===== src/include/gba_io_cfg.svh =====
// Register map and sizing of the I/O block.
// Included by the RTL modules that decode register words or
// count timers and interrupt sources.

`ifndef GBA_IO_CFG_SVH
`define GBA_IO_CFG_SVH

// Timer words, reload or count in the low half, control in the high half
`define TM0_IDX         4'd0
`define TM1_IDX         4'd1
`define TM2_IDX         4'd2
`define TM3_IDX         4'd3

// IE in the low half, IF in the high half
`define IE_IF_IDX       4'd4
`define IME_IDX         4'd5
`define KEYINPUT_IDX    4'd6

// Debug words shown on the LEDs
`define LED_REG0_IDX    4'd8
`define LED_REG1_IDX    4'd9
`define LED_REG2_IDX    4'd10
`define LED_REG3_IDX    4'd11

`define NUM_IO_REGS     16
`define NUM_TIMERS      4

// Interrupt flag positions, timers 0 to 3 take four bits from here
`define IRQ_TIMER0_BIT  3
`define IRQ_KEYPAD_BIT  12

`endif


===== src/rtl/gba_io_pkg.sv =====
// Types for the register bus and the interrupt and keypad vectors.
// Referenced by scoped name from the register bank, the interrupt
// controller, the LED selector and the top level.

package gba_io_pkg;

    // One bus or register word
    typedef logic [31:0] io_data_t;

    // Word index on the register bus
    typedef logic [3:0] io_index_t;

    // IE, IF and acknowledge vectors share one layout
    typedef logic [15:0] irq_vec_t;

    // Button levels, a pressed button reads 0
    typedef logic [15:0] keys_t;

endpackage


===== src/rtl/gba_timer_pkg.sv =====
// Types for the timers: count and reload values, the control
// half-word and its prescaler encoding.

package gba_timer_pkg;

    typedef logic [15:0] tm_count_t;

    // Control half-word, bits 1:0 pick the prescaler
    typedef logic [15:0] tm_ctrl_t;

    localparam int TM_CASCADE_BIT = 2;
    localparam int TM_IRQ_EN_BIT  = 6;
    localparam int TM_ENABLE_BIT  = 7;

    typedef enum logic [1:0] {
        PRESCALE_1    = 2'd0,
        PRESCALE_64   = 2'd1,
        PRESCALE_256  = 2'd2,
        PRESCALE_1024 = 2'd3
    } prescale_t;

endpackage


===== src/rtl/io_reg_bank.sv =====
// Register bank of the I/O block. Writes land at the clock edge where
// bus_write is high; read data follows bus_index combinationally.
// Timer words read the live count, the IE/IF word reads the flags from
// the interrupt controller, and a write there also acknowledges flags.
`timescale 1ns/1ns

`include "gba_io_cfg.svh"

module io_reg_bank (
    input  logic                     clock,
    input  logic                     reset,
    input  gba_io_pkg::io_index_t    bus_index,
    input  gba_io_pkg::io_data_t     bus_wdata,
    input  logic                     bus_write,
    output gba_io_pkg::io_data_t     bus_rdata,
    output gba_timer_pkg::tm_count_t tm_reload [`NUM_TIMERS],
    output gba_timer_pkg::tm_ctrl_t  tm_ctrl [`NUM_TIMERS],
    input  gba_timer_pkg::tm_count_t tm_count [`NUM_TIMERS],
    output gba_io_pkg::irq_vec_t     reg_ie,
    output logic                     ime,
    output gba_io_pkg::irq_vec_t     int_ack,
    input  gba_io_pkg::irq_vec_t     reg_if,
    input  gba_io_pkg::keys_t        buttons,
    output gba_io_pkg::io_data_t     led_reg0,
    output gba_io_pkg::io_data_t     led_reg1,
    output gba_io_pkg::io_data_t     led_reg2,
    output gba_io_pkg::io_data_t     led_reg3
);

    gba_io_pkg::io_data_t read_words [`NUM_IO_REGS];
    logic                 ack_write;

    always_ff @(posedge clock) begin
        if (reset) begin
            for (int t = 0; t < `NUM_TIMERS; t++) begin
                tm_reload[t] <= '0;
                tm_ctrl[t]   <= '0;
            end
            reg_ie   <= '0;
            ime      <= 1'b0;
            led_reg0 <= '0;
            led_reg1 <= '0;
            led_reg2 <= '0;
            led_reg3 <= '0;
        end else if (bus_write) begin
            case (bus_index)
                `TM0_IDX: begin
                    tm_reload[0] <= bus_wdata[15:0];
                    tm_ctrl[0]   <= bus_wdata[31:16];
                end
                `TM1_IDX: begin
                    tm_reload[1] <= bus_wdata[15:0];
                    tm_ctrl[1]   <= bus_wdata[31:16];
                end
                `TM2_IDX: begin
                    tm_reload[2] <= bus_wdata[15:0];
                    tm_ctrl[2]   <= bus_wdata[31:16];
                end
                `TM3_IDX: begin
                    tm_reload[3] <= bus_wdata[15:0];
                    tm_ctrl[3]   <= bus_wdata[31:16];
                end
                // High half is the acknowledge, handled below
                `IE_IF_IDX:    reg_ie   <= bus_wdata[15:0];
                `IME_IDX:      ime      <= bus_wdata[0];
                `LED_REG0_IDX: led_reg0 <= bus_wdata;
                `LED_REG1_IDX: led_reg1 <= bus_wdata;
                `LED_REG2_IDX: led_reg2 <= bus_wdata;
                `LED_REG3_IDX: led_reg3 <= bus_wdata;
                default: ;
            endcase
        end
    end

    // Acknowledge lives only for the write cycle
    assign ack_write = bus_write && (bus_index == `IE_IF_IDX);
    assign int_ack   = ack_write ? bus_wdata[31:16] : '0;

    always_comb begin
        for (int w = 0; w < `NUM_IO_REGS; w++) begin
            read_words[w] = '0;
        end
        read_words[`TM0_IDX]      = {tm_ctrl[0], tm_count[0]};
        read_words[`TM1_IDX]      = {tm_ctrl[1], tm_count[1]};
        read_words[`TM2_IDX]      = {tm_ctrl[2], tm_count[2]};
        read_words[`TM3_IDX]      = {tm_ctrl[3], tm_count[3]};
        read_words[`IE_IF_IDX]    = {reg_if, reg_ie};
        read_words[`IME_IDX]      = {31'd0, ime};
        read_words[`KEYINPUT_IDX] = {16'd0, buttons};
        read_words[`LED_REG0_IDX] = led_reg0;
        read_words[`LED_REG1_IDX] = led_reg1;
        read_words[`LED_REG2_IDX] = led_reg2;
        read_words[`LED_REG3_IDX] = led_reg3;
    end

    assign bus_rdata = read_words[bus_index];

    // No flag may be acknowledged outside an IE/IF write
    a_ack_only_on_write: assert property (
        @(posedge clock) disable iff (reset)
        !(bus_write && bus_index == `IE_IF_IDX) |-> (int_ack == '0)
    );

endmodule


===== src/rtl/timer_unit.sv =====
// One 16-bit timer. A rising edge of the enable bit loads the reload
// value one clock later and restarts the prescaler. The count then steps
// on prescaler ticks, or on cascade pulses in cascade mode, and wraps to
// the reload value with a one-cycle combinational overflow pulse.
`timescale 1ns/1ns

module timer_unit (
    input  logic                     clock,
    input  logic                     reset,
    input  gba_timer_pkg::tm_count_t reload,
    input  gba_timer_pkg::tm_ctrl_t  ctrl,
    input  logic                     cascade_in,
    output gba_timer_pkg::tm_count_t count,
    output logic                     overflow
);

    gba_timer_pkg::prescale_t prescale;
    logic [9:0]               presc_cnt;
    logic                     enable;
    logic                     enable_q;
    logic                     load;
    logic                     running;
    logic                     tick;
    logic                     inc_due;

    assign enable   = ctrl[gba_timer_pkg::TM_ENABLE_BIT];
    assign load     = enable && !enable_q;
    assign running  = enable && enable_q;
    assign prescale = gba_timer_pkg::prescale_t'(ctrl[1:0]);

    // Tick on the last cycle of each divider period
    always_comb begin
        unique case (prescale)
            gba_timer_pkg::PRESCALE_1:    tick = 1'b1;
            gba_timer_pkg::PRESCALE_64:   tick = &presc_cnt[5:0];
            gba_timer_pkg::PRESCALE_256:  tick = &presc_cnt[7:0];
            gba_timer_pkg::PRESCALE_1024: tick = &presc_cnt;
        endcase
    end

    assign inc_due  = running &&
                      (ctrl[gba_timer_pkg::TM_CASCADE_BIT] ? cascade_in : tick);
    assign overflow = inc_due && (count == 16'hFFFF);

    always_ff @(posedge clock) begin
        if (reset) begin
            enable_q  <= 1'b0;
            presc_cnt <= '0;
            count     <= '0;
        end else begin
            enable_q <= enable;
            if (load) begin
                count     <= reload;
                presc_cnt <= '0;
            end else if (running) begin
                presc_cnt <= presc_cnt + 10'd1;
                if (inc_due) begin
                    count <= overflow ? reload : count + 16'd1;
                end
            end
        end
    end

    a_hold_when_disabled: assert property (
        @(posedge clock) disable iff (reset)
        !enable |=> $stable(count)
    );

endmodule


===== src/rtl/interrupt_controller.sv =====
// Interrupt flags and the interrupt line to the CPU.
// Timer overflows and new button presses set IF bits, acknowledges from
// the register bank clear them, a request beating a clear at the same
// edge. nirq is registered and low while IME and any IE&IF bit are set.
`timescale 1ns/1ns

`include "gba_io_cfg.svh"

module interrupt_controller (
    input  logic                  clock,
    input  logic                  reset,
    input  logic [`NUM_TIMERS-1:0] timer_irq,
    input  gba_io_pkg::keys_t     buttons,
    input  gba_io_pkg::irq_vec_t  reg_ie,
    input  logic                  ime,
    input  gba_io_pkg::irq_vec_t  int_ack,
    output gba_io_pkg::irq_vec_t  reg_if,
    output logic                  nirq
);

    gba_io_pkg::keys_t    buttons_q;
    gba_io_pkg::irq_vec_t irq_set;
    logic                 key_press;

    // Released last cycle and pressed now, levels are active low
    assign key_press = |(buttons_q & ~buttons);

    always_comb begin
        irq_set = '0;
        irq_set[`IRQ_TIMER0_BIT +: `NUM_TIMERS] = timer_irq;
        irq_set[`IRQ_KEYPAD_BIT] = key_press;
    end

    always_ff @(posedge clock) begin
        if (reset) begin
            buttons_q <= '0;
            reg_if    <= '0;
            nirq      <= 1'b1;
        end else begin
            buttons_q <= buttons;
            reg_if    <= (reg_if & ~int_ack) | irq_set;
            nirq      <= !(ime && |(reg_ie & reg_if));
        end
    end

    a_no_irq_without_ime: assert property (
        @(posedge clock) disable iff (reset)
        !ime |=> nirq
    );

endmodule


===== src/rtl/led_controller.sv =====
// Debug LED selector. Switch values 0 to F pick one byte of the four
// LED registers; any other value shows a button byte, inverted so that
// a pressed button lights its LED.
`timescale 1ns/1ns

module led_controller (
    input  logic [7:0]           sw,
    input  gba_io_pkg::io_data_t led_reg0,
    input  gba_io_pkg::io_data_t led_reg1,
    input  gba_io_pkg::io_data_t led_reg2,
    input  gba_io_pkg::io_data_t led_reg3,
    input  gba_io_pkg::keys_t    buttons,
    output logic [7:0]           ld
);

    gba_io_pkg::io_data_t sel_word;

    always_comb begin
        unique case (sw[3:2])
            2'd0: sel_word = led_reg0;
            2'd1: sel_word = led_reg1;
            2'd2: sel_word = led_reg2;
            2'd3: sel_word = led_reg3;
        endcase
    end

    always_comb begin
        if (sw[7:4] == 4'h0) begin
            ld = sel_word[{sw[1:0], 3'b000} +: 8];
        end else if (sw[7]) begin
            ld = ~buttons[15:8];
        end else begin
            ld = ~buttons[7:0];
        end
    end

endmodule


===== src/rtl/gba_io_top.sv =====
// Memory-mapped I/O block: register bank, four cascadable timers, the
// interrupt controller and the debug LED selector, all on one clock.
// The bus has no wait states: writes land at the edge, reads are
// combinational.
`timescale 1ns/1ns

`include "gba_io_cfg.svh"

module gba_io_top (
    input  logic                  clock,
    input  logic                  reset,
    input  gba_io_pkg::io_index_t bus_index,
    input  gba_io_pkg::io_data_t  bus_wdata,
    input  logic                  bus_write,
    output gba_io_pkg::io_data_t  bus_rdata,
    input  gba_io_pkg::keys_t     buttons,
    input  logic [7:0]            sw,
    output logic                  nirq,
    output logic [7:0]            ld
);

    gba_timer_pkg::tm_count_t tm_reload [`NUM_TIMERS];
    gba_timer_pkg::tm_ctrl_t  tm_ctrl [`NUM_TIMERS];
    gba_timer_pkg::tm_count_t tm_count [`NUM_TIMERS];
    logic [`NUM_TIMERS-1:0]   tm_overflow;
    logic [`NUM_TIMERS-1:0]   tm_cascade;
    logic [`NUM_TIMERS-1:0]   timer_irq;
    gba_io_pkg::irq_vec_t     reg_ie;
    gba_io_pkg::irq_vec_t     reg_if;
    gba_io_pkg::irq_vec_t     int_ack;
    logic                     ime;
    gba_io_pkg::io_data_t     led_reg0;
    gba_io_pkg::io_data_t     led_reg1;
    gba_io_pkg::io_data_t     led_reg2;
    gba_io_pkg::io_data_t     led_reg3;

    io_reg_bank i_reg_bank (
        .clock, .reset,
        .bus_index, .bus_wdata, .bus_write, .bus_rdata,
        .tm_reload, .tm_ctrl, .tm_count,
        .reg_ie, .ime, .int_ack, .reg_if, .buttons,
        .led_reg0, .led_reg1, .led_reg2, .led_reg3
    );

    // Timer 0 has nothing to cascade from
    assign tm_cascade = {tm_overflow[`NUM_TIMERS-2:0], 1'b0};

    for (genvar i = 0; i < `NUM_TIMERS; i++) begin : g_timer
        timer_unit i_timer (
            .clock, .reset,
            .reload     (tm_reload[i]),
            .ctrl       (tm_ctrl[i]),
            .cascade_in (tm_cascade[i]),
            .count      (tm_count[i]),
            .overflow   (tm_overflow[i])
        );

        assign timer_irq[i] = tm_overflow[i] && tm_ctrl[i][gba_timer_pkg::TM_IRQ_EN_BIT];
    end

    interrupt_controller i_intc (
        .clock, .reset,
        .timer_irq, .buttons,
        .reg_ie, .ime, .int_ack,
        .reg_if, .nirq
    );

    led_controller i_led (
        .sw,
        .led_reg0, .led_reg1, .led_reg2, .led_reg3,
        .buttons, .ld
    );

endmodule


===== config.mk =====
export PLATFORM = sky130hd
export DESIGN_NAME = gba_io_top
export DESIGN_NICKNAME = d
export VERILOG_FILES = /design/src/rtl/gba_io_pkg.sv /design/src/rtl/gba_timer_pkg.sv /design/src/rtl/io_reg_bank.sv /design/src/rtl/timer_unit.sv /design/src/rtl/interrupt_controller.sv /design/src/rtl/led_controller.sv /design/src/rtl/gba_io_top.sv
export VERILOG_INCLUDE_DIRS = /design/src /design/src/include
export SDC_FILE = /design/constraint.sdc
export NUM_CORES = 1
export LEC_CHECK = 0
export BUFFER_PORTS_ARGS = -buffer_cell sky130_fd_sc_hd__buf_2
export CORE_MARGIN = 5
export CORE_UTILIZATION = 55
export CTS_CLUSTER_SIZE = 8
export DETAILED_ROUTE_END_ITERATION = 10
export PLACE_DENSITY = 0.79
export SYNTH_ARGS = -nofsm -noshare
export SYNTH_HDL_FRONTEND = slang
export SYNTH_HIERARCHICAL = 1
export SYNTH_SLANG_ARGS = --single-unit

===== constraint.sdc =====
create_clock -name clock -period 11.44 [get_ports clock]
set_input_delay 0.572 -clock clock [delete_from_list [all_inputs] [get_ports clock]]
set_output_delay 0.572 -clock clock [all_outputs]
set_load 0.01 [all_outputs]

Word level (Yosys, flattened, before mapping) --
Cells that the tools add are included.
Word-level totals: register bits 414, bits of input ports 63, output and inout port bits 41
Cells by class: $add $sub $neg 8, magnitude comparators 1, equality and inequality tests 28, shifts and indexed selects 1, muxes and demuxes 31, bitwise logic cells 9, reductions and logical operators 74
Operators by type and width (count):
- $mux W16 | 17
- $bmux W32 S4 | 1
- $pmux W32 S4 | 1
- $add A16 B1 Y16 const B | 4
- $eq A16 B16 Y1 const B | 4
- $mux W32 | 2
- $and A16 B16 Y16 | 3
- $add A10 B1 Y10 const B | 4
- $reduce_and A10 Y1 | 4
- $not A16 Y16 | 2
- $reduce_and A8 Y1 | 4
- $reduce_or A16 Y1 | 2
- $shiftx A32 B6 Y8 | 1
- $reduce_and A2 Y1 | 14
- $reduce_and A6 Y1 | 4
- $logic_and A1 B1 Y1 | 22
- $eq A2 B2 Y1 const B | 10
- $eq A4 B4 Y1 const B | 4
- $mux W8 | 2
- $not A8 Y8 | 2
- $or A16 B13 Y16 | 1
- $pmux W1 S4 | 4
- $reduce_bool A2 Y1 | 8
- $eq A2 B1 Y1 const B | 5
- 10 further kinds | 27

Logic depth before layout (Yosys ltp) --
Gate-level depths: netlist of run 1.
word-level depth 18, gate-level depth with buffers 18

Hierarchy --
The synthesis of run 1 kept the hierarchy.
By module, submodules not included:
- io_reg_bank | times used 1, cells each 1561, area each 12195.4 um2
- timer_unit at g_timer[0].i_timer ... | times used 3, cells each 224, area each 1645.3 um2
- timer_unit at g_timer[3].i_timer | times used 1, cells each 210, area each 1654.1 um2
- led_controller | times used 1, cells each 112, area each 1262.5 um2
- interrupt_controller | times used 1, cells each 110, area each 1119.8 um2
- gba_io_top | times used 1, cells each 5, area each 28.8 um2

Worst setup path after synthesis of run 1 --
OpenSTA, ideal clock, no wires.
path kind flip-flop to flip-flop, start register g_timer[0].i_timer.presc_cnt[0], end register g_timer[3].i_timer.count[4], setup time 74 ps, arrival 3518 ps, path slack 7847 ps, stages on the path, launching flop included 18, buffers on the path 0, clock period less this slack 3593 ps, cells stage by stage dfxtp_1 -> ha_1 -> nand3_4 -> nor4b_1 -> nor2_1 -> nor4_1 -> inv_1 -> a21o_1 -> nor4_1 -> inv_1 -> a21o_1 -> nor4_1 -> nor2b_1 -> nor2_1 -> a21boi_2 -> nand2_1 -> or4_1 -> a31oi_1
Between the ends: word-level cells in the longest chain between the ends 18, elaborated cells between the ends (all ways) 22
RTL lines:
- from (decl) | RTL line timer_unit.sv:18 | logic [9:0] presc_cnt;
- from (signal assigned) | RTL line timer_unit.sv:56 | presc_cnt <= presc_cnt + 10'd1;
- $reduce_and A10 Y1 (tied with other cells) | RTL line timer_unit.sv:37 | gba_timer_pkg::PRESCALE_1024: tick = &presc_cnt;
- $pmux W1 S4 (*) | RTL line timer_unit.sv:33 | unique case (prescale)
- $mux W1 (*) | RTL line timer_unit.sv:42 | (ctrl[gba_timer_pkg::TM_CASCADE_BIT] ? cascade_in : tick);
- $logic_and A1 B1 Y1 (*) | RTL line timer_unit.sv:41 | assign inc_due = running &&
- $logic_and A1 B1 Y1 (*) | RTL line timer_unit.sv:43 | assign overflow = inc_due && (count == 16'hFFFF);
- net tm_cascade[1] | RTL line gba_io_top.sv:26 | logic [`NUM_TIMERS-1:0] tm_cascade;
- $mux W1 (*) | RTL line timer_unit.sv:42
- $logic_and A1 B1 Y1 (*) | RTL line timer_unit.sv:41
- [... 1 more ...]
- net tm_cascade[2] | RTL line gba_io_top.sv:26
- [... 3 more ...]
- net tm_cascade[3] | RTL line gba_io_top.sv:26
- $mux W1 (*) | RTL line timer_unit.sv:42
- $logic_and A1 B1 Y1 (*) | RTL line timer_unit.sv:41
- $logic_and A1 B1 Y1 | RTL line timer_unit.sv:43
- $mux W16 | RTL line timer_unit.sv:58 | count <= overflow ? reload : count + 16'd1;
- $mux W16 | RTL line timer_unit.sv:57 | if (inc_due) begin
- $mux W16 | RTL line timer_unit.sv:55 | end else if (running) begin
- $mux W16 | RTL line timer_unit.sv:52 | if (load) begin
- to (signal assigned) | RTL line timer_unit.sv:53 | count <= reload;
- to (signal assigned) | RTL line timer_unit.sv:58
- to (decl) | RTL line timer_unit.sv:13 | output gba_timer_pkg::tm_count_t count,
Mark *: on every way through the listed nets, which the timed path passes. The rest lies on a longest branch. The select of a mux whose other input is x is not followed. A chain may end at the register's enable or synchronous reset.

Final worst setup path of run 1 --
start register g_timer[0].i_timer.count[0], end register g_timer[3].i_timer.count[4]
Between the ends: word-level cells in the longest chain between the ends 15, elaborated cells between the ends (all ways) 17
RTL lines (RTL line):
- from (decl) | timer_unit.sv:13
- from (signal assigned) | timer_unit.sv:53
- from (signal assigned) | timer_unit.sv:58
- $eq A16 B16 Y1 (*) | timer_unit.sv:43
- $logic_and A1 B1 Y1 (*) | timer_unit.sv:43
- net tm_cascade[1] | gba_io_top.sv:26
- $mux W1 (*) | timer_unit.sv:42
- $logic_and A1 B1 Y1 (*) | timer_unit.sv:41
- $logic_and A1 B1 Y1 (*) | timer_unit.sv:43
- net tm_cascade[2] | gba_io_top.sv:26
- $mux W1 (*) | timer_unit.sv:42
- [... 2 more ...]
- net tm_cascade[3] | gba_io_top.sv:26
- $mux W1 (*) | timer_unit.sv:42
- $logic_and A1 B1 Y1 (*) | timer_unit.sv:41
- $logic_and A1 B1 Y1 | timer_unit.sv:43
- $mux W16 | timer_unit.sv:58
- $mux W16 | timer_unit.sv:57
- $mux W16 | timer_unit.sv:55
- $mux W16 | timer_unit.sv:52
Marks and branches as above.

==> metrics list, run 1 <==
* Area of the core: approximately 38000 µm²
* HPWL after detailed placement: approximately 47000 µm
* Number of optimization iterations in the first detailed-route pass: 7
- For this run, the top clock speed supported by timing is between 150 and 200 MHz.
- The critical path is of the register to register type.
- Status: completed
* Cell Count Post-Placement: between 3000 and 4000
- Clock transition at the register clock pins on the worst setup and hold paths after CTS: about 0.050 ns
- Clock latency on the worst-skew pair, taken at its later pin, is roughly 0.61 ns.
* Fin crit share: 49.86%
* Final clock skew: around 0.027 ns
- The smallest clock period supported by the final layout is computed as roughly 5.7 ns.
- The final number of max-transition violations was 0.
- Ranked by instance count, the synthesized netlist is headed by sky130_fd_sc_hd__nand2_1, sky130_fd_sc_hd__dfxtp_1, sky130_fd_sc_hd__a21oi_1.
- In the final layout, the share of cells above drive strength 1 is under 10%.
- Routability Congestion: roughly 0.95
* Fraction of the yosys area taken by sequential cells: about 40%
- FF+latch count, synth: a little over 400
- Setup violations remaining at the end of the flow were counted as 0.
- Pin count of the biggest net entering global routing: 111
* Cell area after placement: between 20000 and 25000 µm²
- Rel. slew slack: roughly a quarter
- Starting density of the core: between 50% and 60%
- Final design area excluding fillers: approximately 23000 µm²
- Number of remaining DRC errors: 0
* Global route overflow: 0
- Setup repair after global routing left no endpoint under its margin.
* Worst EP arrival: 6.23 ns
- Gates resized during post-CTS repair numbered 0.
* Number of nets at the end of the flow: approximately 2700
- On the worst path, the slowest cell contributes a delay of between 0.6 and 0.7 ns.
- Total via count after detailed routing: just over 20000
* Mapped Area: about 21000 µm²
* Class of the tightest hold or removal check: primary input to register
* Quantity of hold-fixing buffers added after cts: 0
* Worst Hold Slack: roughly 0.23 ns
* Vias/cell: ~6.6
- Critical Path Most Common Cell: sky130_fd_sc_hd__nor4_1
* Area enclosed by the die boundary: between 40000 and 50000 µm²
- The Yosys step of the flow raised 6 warnings.
* Number of endpoints with negative hold slack in the final report: 0
* Total Negative Setup Slacks: 0 ns
- Counting along the longest clock path gives a buffer depth of 3.
- In this run the biggest area consumer among cell types represents between 30 and 40% of the synthesized area.
- Startpoint Class: register
- Count of maximum capacitance violations: 0
- The number of antenna violations at the first check in global routing is 4.
* Gate count of the mapped netlist: 2670
- Non-filler instance count after layout: about 3200
* First-pass GRT wire length: 110500 µm
* Level count of the clock H-tree: 2
- Transition time of the tightest slew-check pin: 1.107 ns
- CTS saw 414 sinks.
- Across the VDD grid, the largest voltage drop is 0.1447 mV.
- In this run the static leakage power is 8.308 nW.
* Count of input and output buffers: approximately 100
- When the netlist entered floorplanning its net count stood at around 2700.
* Syn avg cell area: 7.939 µm²
* Required arrival time at the worst endpoint: about 12 ns
* Sum of routed wire length over all layers: 73290 µm
* Number of global-route vias before repair: about 19000
* Number of synthesized flops with an enable pin: 0
* Root buffer selected by CTS: sky130_fd_sc_hd__clkbuf_16
- The floorplan step set the die height to between 200 and 250 µm.
- GRT Resource Usage Total: roughly a third
- Pin placement for this block handled about 100 I/O pins.
- Row count: 72
* Biggest area consumer among synthesized cells: sky130_fd_sc_hd__dfxtp_1
- Synthesis instantiated 87 different standard cells from the library.
- Yosys instantiated no cell more often than sky130_fd_sc_hd__nand2_1.
- Counting the buffers created by CTS gives 57.
- After the first detailed-routing iteration, the DRC count stood at between 2000 and 3000.
- Top_reg_cell synth: sky130_fd_sc_hd__dfxtp_1
- Type of element capturing the critical path: register
- The die is 206.3 µm wide.
* Largest driver fanout on the critical path: 12
- Highest-delay cell along the critical path: sky130_fd_sc_hd__nor4_1
* Share of synthesized registers carrying an async set or reset: 0%
- TritonCTS built the clock tree.
- Dividing the detail-routed wire length by the instance count gives 23.26 µm.
- Counting the fill cells in the layout gives ~3400.
* PwrDens: between 100 and 150 nW/µm²
* Synth-to-Final Area Change: 8.931%
* Critical path, cell by cell: ha_1 > nand3_1 > nor2_1 > nand2_1 > nor4_1 > inv_1 > a21o_1 > nor4_1 > inv_1 > a21o_1 > nor4_1 > nor2b_1 > nor2_1 > a21boi_2 > nand2_1 > or4_1 > a31oi_1
- The detail route stage leaves a number of antenna-violating nets equal to 0.
* Top area cells in the synthesized netlist: sky130_fd_sc_hd__dfxtp_1, sky130_fd_sc_hd__nand2_1, sky130_fd_sc_hd__a21oi_1, sky130_fd_sc_hd__mux2i_1, sky130_fd_sc_hd__a22oi_1
- Post CTS Setup Buffer Count: 0
## final timing paths
kind | from | to | slack (ns) | cells after the start
max | g_timer[0].i_timer/count[0] | g_timer[3].i_timer/count[4] | 5.74 | 17
min | buttons[5] | i_intc/buttons_q[5] | 0.23 | 2
max reg2reg | g_timer[0].i_timer/count[0] | g_timer[3].i_timer/count[4] | 5.74 | 17
min reg2reg | i_reg_bank/ime | i_intc/nirq | 0.44 | 1
## critical path: cells and delay by family (launching register included)
kind / cells / cell delay (ns)
buffers and inverters: 2 / 0.37
AOI/OAI and AO/OA: 4 / 1.08
adders and majority gates: 1 / 0.24
and+or+nand+nor: 10 / 3.53
DFF: 1 / 0.41
## cell usage in the layout, fill, tap and decap left out, types with 7 or more instances in the layout
cell                        instances
sky130_fd_sc_hd__nor2b_1           25
sky130_fd_sc_hd__o211ai_1           7
sky130_fd_sc_hd__nor3_1            30
sky130_fd_sc_hd__dfxtp_1          414
sky130_fd_sc_hd__a22oi_1           72
sky130_fd_sc_hd__nand3_1           69
sky130_fd_sc_hd__nand4_1           29
sky130_fd_sc_hd__nand2_1          665
sky130_fd_sc_hd__mux4_1            11
sky130_fd_sc_hd__inv_1             39
sky130_fd_sc_hd__buf_2            101
sky130_fd_sc_hd__mux2_2            14
sky130_fd_sc_hd__and2_1            13
sky130_fd_sc_hd__nor3b_1           21
sky130_fd_sc_hd__a21oi_1          346
sky130_fd_sc_hd__a311oi_1          15
sky130_fd_sc_hd__and4_1             9
sky130_fd_sc_hd__a31oi_1           13
sky130_fd_sc_hd__mux2i_1          169
sky130_fd_sc_hd__a41oi_1           10
sky130_fd_sc_hd__o21ai_0           50
sky130_fd_sc_hd__mux4_2            11
sky130_fd_sc_hd__nand2b_1          14
sky130_fd_sc_hd__nor4_1            40
sky130_fd_sc_hd__a32o_1            16
sky130_fd_sc_hd__xor2_1            12
sky130_fd_sc_hd__o22ai_1           22
sky130_fd_sc_hd__and3_1            38
sky130_fd_sc_hd__nor2_1           111
sky130_fd_sc_hd__clkbuf_16         58
sky130_fd_sc_hd__ha_1               8
sky130_fd_sc_hd__o32ai_1            7
sky130_fd_sc_hd__buf_4             23
sky130_fd_sc_hd__a211o_1            9
sky130_fd_sc_hd__a2111oi_0          9
## final cells by class
| type | count | area [µm²] | share of cell area [%] |
|---|---|---|---|
| Multi-Input combinational cell | 1992 | 11800 | 51.09 |
| Sequential cell | 414 | 8288 | 35.89 |
| Clock buffer | 59 | 1465 | 6.346 |
| Timing Repair Buffer | 126 | 704.4 | 3.051 |
| Tap cell | 518 | 648.1 | 2.807 |
| Inverter | 39 | 146.4 | 0.6340 |
| Clock inverter | 2 | 38.79 | 0.1680 |
| Antenna cell | 1 | 2.502 | 0.01084 |
## state kept, by name, summed over array words and instances (netlist names)
| signal | count |
|---|---|
| g_timer.i_timer/count | 64 |
| g_timer.i_timer/enable_q | 4 |
| g_timer.i_timer/presc_cnt | 40 |
| i_intc/buttons_q | 16 |
| i_intc/nirq | 1 |
| i_intc/reg_if | 16 |
| i_reg_bank/ime | 1 |
| i_reg_bank/led_reg0 | 32 |
| i_reg_bank/led_reg1 | 32 |
| i_reg_bank/led_reg2 | 32 |
| i_reg_bank/led_reg3 | 32 |
| i_reg_bank/reg_ie | 16 |
| i_reg_bank/tm_ctrl | 64 |
| i_reg_bank/tm_reload | 64 |
## cell families (layout without fill, tap and decap cells)
family / Yosys count / after routing / synth area share [%]
XOR/XNOR: 13 / 13 / 0.5372
AO/OA/AOI/OAI: 641 / 641 / 18.71
other: 1 / 2 / 0.01769
adder cells (fa/ha/maj): 8 / 8 / 0.4722
buffers and inverters: 264 / 226 / 5.496
flip-flops: 414 / 414 / 39.10
multiplexers: 205 / 205 / 11.26
AND/OR/NAND/NOR: 1124 / 1124 / 24.41
## per-layer routing
layer / vias to the layer above / GRT usage, % / part of all wire [%]
li1: 9373 / - / -
met1: 9684 / 42.81 / 37
met2: 1368 / 51.83 / 45
met3: 295 / 6.716 / 11
met4: 4 / 19.32 / 6.6
met5: - / 0 / 0.038
## through the flow
| stage | worst slack (ns) | utilization [%] | power (mW) |
|---|---|---|---|
| 4_1_cts | 5.933 | 60.16 | 3.232 |
| 6_report | 5.736 | 60.17 | 3.227 |
| 3_5_place_dp | 5.961 | 56.24 | 1.748 |
| 2_1_floorplan | 7.847 | - | 1.659 |
| 5_1_grt | 5.435 | 60.16 | 3.308 |
| 3_3_place_gp | 6.193 | 56.24 | 1.744 |
## power by group
group | switching [mW] | internal, mW
clock | 0.608 | 0.889
combinational | 0.179 | 0.0762
sequential | 0.0134 | 1.46
total | 0.800 | 2.43
No activity file was read; power rests on OpenSTA's default activity.
==> inputs of run 2 (changes only) <==
PLACE_DENSITY = 0.82   (was 0.79)
clock period = 4.6 ns   (was 11.44 ns; I/O delays follow)
==> run 2 against run 1 <==
Against the previous run:
- global-route usage rose by 0.97 points
- fmax is 33% higher
- sequential share of layout area shrank 0.46 points
- clock power grew 140%
- critical path type unchanged
- sequential cell count stayed put
- final area grew 1.3%
- combinational power grew to 2.6 times the previous value
- register-to-register slack got worse by 5.4 ns
- utilization rose by 0.79 points
- first-iteration DRC count rose by 2.8%
- wire length increased by 2.4%
- non-clock buffer count up 34
==> metrics list, run 2 (same netlist as run 1, synthesis figures left out) <==
- Number of global-route vias before repair: 20310 (was 19010)
* HPWL after detailed placement: 48070 µm (was 47200 µm)
- Pin count of the biggest net entering global routing: 132 (was 111)
* Count of input and output buffers: 103 (unchanged)
- The detailed-route vias per instance was 6.705 (was 6.577).
* Area of the core: 38380 µm² (unchanged)
* Total via count after detailed routing: 21340 (was 20720)
- The relative slew slack was 20.74% (was 26.07%).
- Post-route worst setup slack: 0.3081 ns (was 5.736 ns)
- The routed wire length per instance came to 23.57 µm (was 23.26 µm).
- The placement row count was 72 (unchanged).
* Critical path, cell by cell: ha_1 > nand3_4 > nor4b_2 > nor2_1 > nor4_2 > inv_1 > a21o_1 > nor4_1 > buf_4 > inv_1 > a21o_1 > nor4_2 > nor2b_1 > nor2_1 > o21ai_1 > nand2_1 > a21oi_1 > a211o_1 (was ha_1 > nand3_1 > nor2_1 > nand2_1 > nor4_1 > inv_1 > a21o_1 > nor4_1 > inv_1 > a21o_1 > nor4_1 > nor2b_1 > nor2_1 > a21boi_2 > nand2_1 > or4_1 > a31oi_1)
- The number of hold-slack violations in the final timing report is 0 (unchanged).
* Kind of cell with the highest combined delay on the critical path: simple AND/OR/NAND/NOR gates (unchanged)
- Layout cells sized above 1: 10.09% (was 9.916%)
- Post-layout minimum cycle time: 4.292 ns (was 5.704 ns)
- The die footprint came to 42570 µm² (unchanged).
* Critical setup path kind: register to register (unchanged)
- The worst setup path startpoint is g_timer[0].i_timer/presc_cnt[0] (was g_timer[0].i_timer/count[0]).
* Highest-delay cell along the critical path: sky130_fd_sc_hd__nor4_2 (was sky130_fd_sc_hd__nor4_1)
- Count of nets left with antenna violations after detail routing: 0 (unchanged)
* Commonest cells after routing, fill and taps aside: sky130_fd_sc_hd__nand2_1, sky130_fd_sc_hd__dfxtp_1, sky130_fd_sc_hd__a21oi_1, sky130_fd_sc_hd__mux2i_1, sky130_fd_sc_hd__nor2_1 (unchanged)
* Final number of max-transition violations: 0 (unchanged)
* Startpoint Class: register (unchanged)
- Largest vdd supply drop: 0.3112 mV (was 0.1447 mV)
* Sum of routed wire length over all layers: 75040 µm (was 73290 µm)
- Global route overflow: 0 (unchanged)
* Clock transition at the register clock pins on the worst setup and hold paths after CTS: 0.06 ns (was 0.05 ns)
- The global router's overall resource usage is 34.20% (was 33.22%).
* Transition time of the tightest slew-check pin: 1.189 ns (was 1.107 ns)
- The count of buffering cells on the critical path with inverters included came to 3 (was 2).
* Class of the tightest hold or removal check: primary input to register (unchanged)
* Starting density of the core: 55.23% (unchanged)
- Largest stage delay on the critical path: 0.40 ns (was 0.69 ns)
* Maximum root-to-sink buffer count: 3 (unchanged)
* Initial drt markers: 2863 (was 2786)
- Type of element capturing the critical path: register (unchanged)
* Number of nets at the end of the flow: 2735 (was 2701)
* Fin crit share: 93.30% (was 49.86%)
* Number of antenna violations at the first check in global routing: 1 (was 4)
- Final setup violation count: 0 (unchanged)
- Final clock skew: 0.02510 ns (was 0.02696 ns)
- The post-route cell area came to 23390 µm² (was 23090 µm²).
- Routability Congestion: 0.9773 (was 0.9480)
* Worst EP arrival: 4.76 ns (was 6.23 ns)
* Pre-CTS WS: 0.1889 ns (was 5.961 ns)
- Number of remaining DRC errors: 0 (unchanged)
- Count of maximum capacitance violations: 0 (unchanged)
- The number of H-tree levels came to 2 (unchanged).
- Count of antenna diodes in the layout: 0 (was 1)
- Status: completed (unchanged)
* Total Power Consumption: 8.004 mW (was 3.227 mW)
- The total power per unit cell area was 342.2 nW/µm² (was 139.8 nW/µm²).
- Largest driver fanout on the critical path: 10 (was 12)
- The total placed instance area is 21640 µm² (was 21580 µm²).
- Required arrival time at the worst endpoint: 5.06 ns (was 11.97 ns)
- Width of the die: 206.3 µm (unchanged)
- The number of iterations in the first detailed-routing pass was 6 (was 7).
- The total clock buffers created by CTS came to 57 (unchanged).
- The insertion delay of the later-clocked pin in the worst-skew pair is 0.60 ns (was 0.61 ns).
- Leakage power figure: 8.441 nW (was 8.308 nW)
- Post CTS Setup Buffer Count: 0 (unchanged)
- Largest registers: g_timer.i_timer/count x64, i_reg_bank/tm_ctrl x64, i_reg_bank/tm_reload x64 (unchanged)
- The final worst hold slack is 0.03881 ns (was 0.2287 ns).
- The most common cell after layout, fill and taps aside is sky130_fd_sc_hd__nand2_1 (unchanged).
* Synth-to-Final Area Change: 10.36% (was 8.931%)
- The root buffer selected by CTS was sky130_fd_sc_hd__clkbuf_16 (unchanged).
* Die height: 206.3 µm (unchanged)
* Clock Sink Count: 414 (unchanged)
* TritonCTS clock tree: yes (unchanged)
- Startpoint of the tightest hold check path: bus_wdata[3] (was buttons[5])
* First-pass GRT wire length: 114400 µm (was 110500 µm)
- Worst flop-to-flop path startpoint: g_timer[0].i_timer/presc_cnt[0] (was g_timer[0].i_timer/count[0])
- The number of I/O pins is 104 (unchanged).
- Highest clock frequency the design can meet: 233.0 MHz (was 175.3 MHz)
==> run 2: cell types whose count changed in the layout (fill, tap and decap cells not counted), moves of 2 or more <==
cell,previous run,this run
sky130_fd_sc_hd__dlygate4sd3_1,0,28
sky130_fd_sc_hd__nor4_2,0,2
sky130_fd_sc_hd__nor4_1,40,38
sky130_fd_sc_hd__buf_4,23,28
==> run 2: tightest hold or removal path, stage by stage <==
cell                      delay (ns)
sky130_fd_sc_hd__buf_2          0.20
sky130_fd_sc_hd__nand2_1        0.10
sky130_fd_sc_hd__a21oi_1        0.06
==> run 2: final timing paths <==
| check | to | slack, ns | cells past startpoint |
|---|---|---|---|
| setup / recovery | g_timer[3].i_timer/count[13] | 0.31 | 18 |
| hold / removal | i_reg_bank/reg_ie[3] | 0.04 | 3 |
| setup reg to reg | g_timer[3].i_timer/count[13] | 0.31 | 18 |
| hold reg to reg | i_intc/nirq | 0.45 | 1 |
==> run 2: layout make-up <==
class,instances,area (µm²)
Fill cell,3317,14980
Inverter,39,146.4
Multi-Input combinational cell,1992,11810
Sequential cell,414,8288
Timing Repair Buffer,160,1042
Tap cell,518,648.1
Clock inverter,2,17.52
Clock buffer,58,1440
==> run 2: repair_timing <==
item	in CTS	in global routing
setup endpoints to repair	0	15
hold endpoints to repair	108	0
gates resized for setup	0	3
hold buffers	28	0
==> run 2: where the power goes <==
group,leakage (nW),internal [mW],total (mW),switching (mW)
registers,3.34,3.63,3.67,0.0336
logic,4.38,0.206,0.662,0.456
clock network,0.719,2.17,3.67,1.50
total,8.44,6.01,8.00,1.99
==> run 2: metrics by stage <==
| stage | setup TNS (ns) | util [%] | instances |
|---|---|---|---|
| floorplan | 0 | - | 2670 |
| global placement | 0 | 56.38 | 3095 |
| detailed placement | 0 | 56.38 | 3095 |
| CTS | 0 | 60.91 | 3183 |
| global route | -0.01329 | 60.95 | 3183 |
| finish | 0 | 60.95 | 3183 |
==> run 2: layer usage <==
metal | up-vias | global-route usage [%] | wire length, µm
met3 | 371 | 8.238 | 9166
met5 | - | 0 | 0
met2 | 1516 | 53.01 | 33110
met4 | 0 | 23.00 | 5944
met1 | 10040 | 42.23 | 26810
li1 | 9418 | - | -
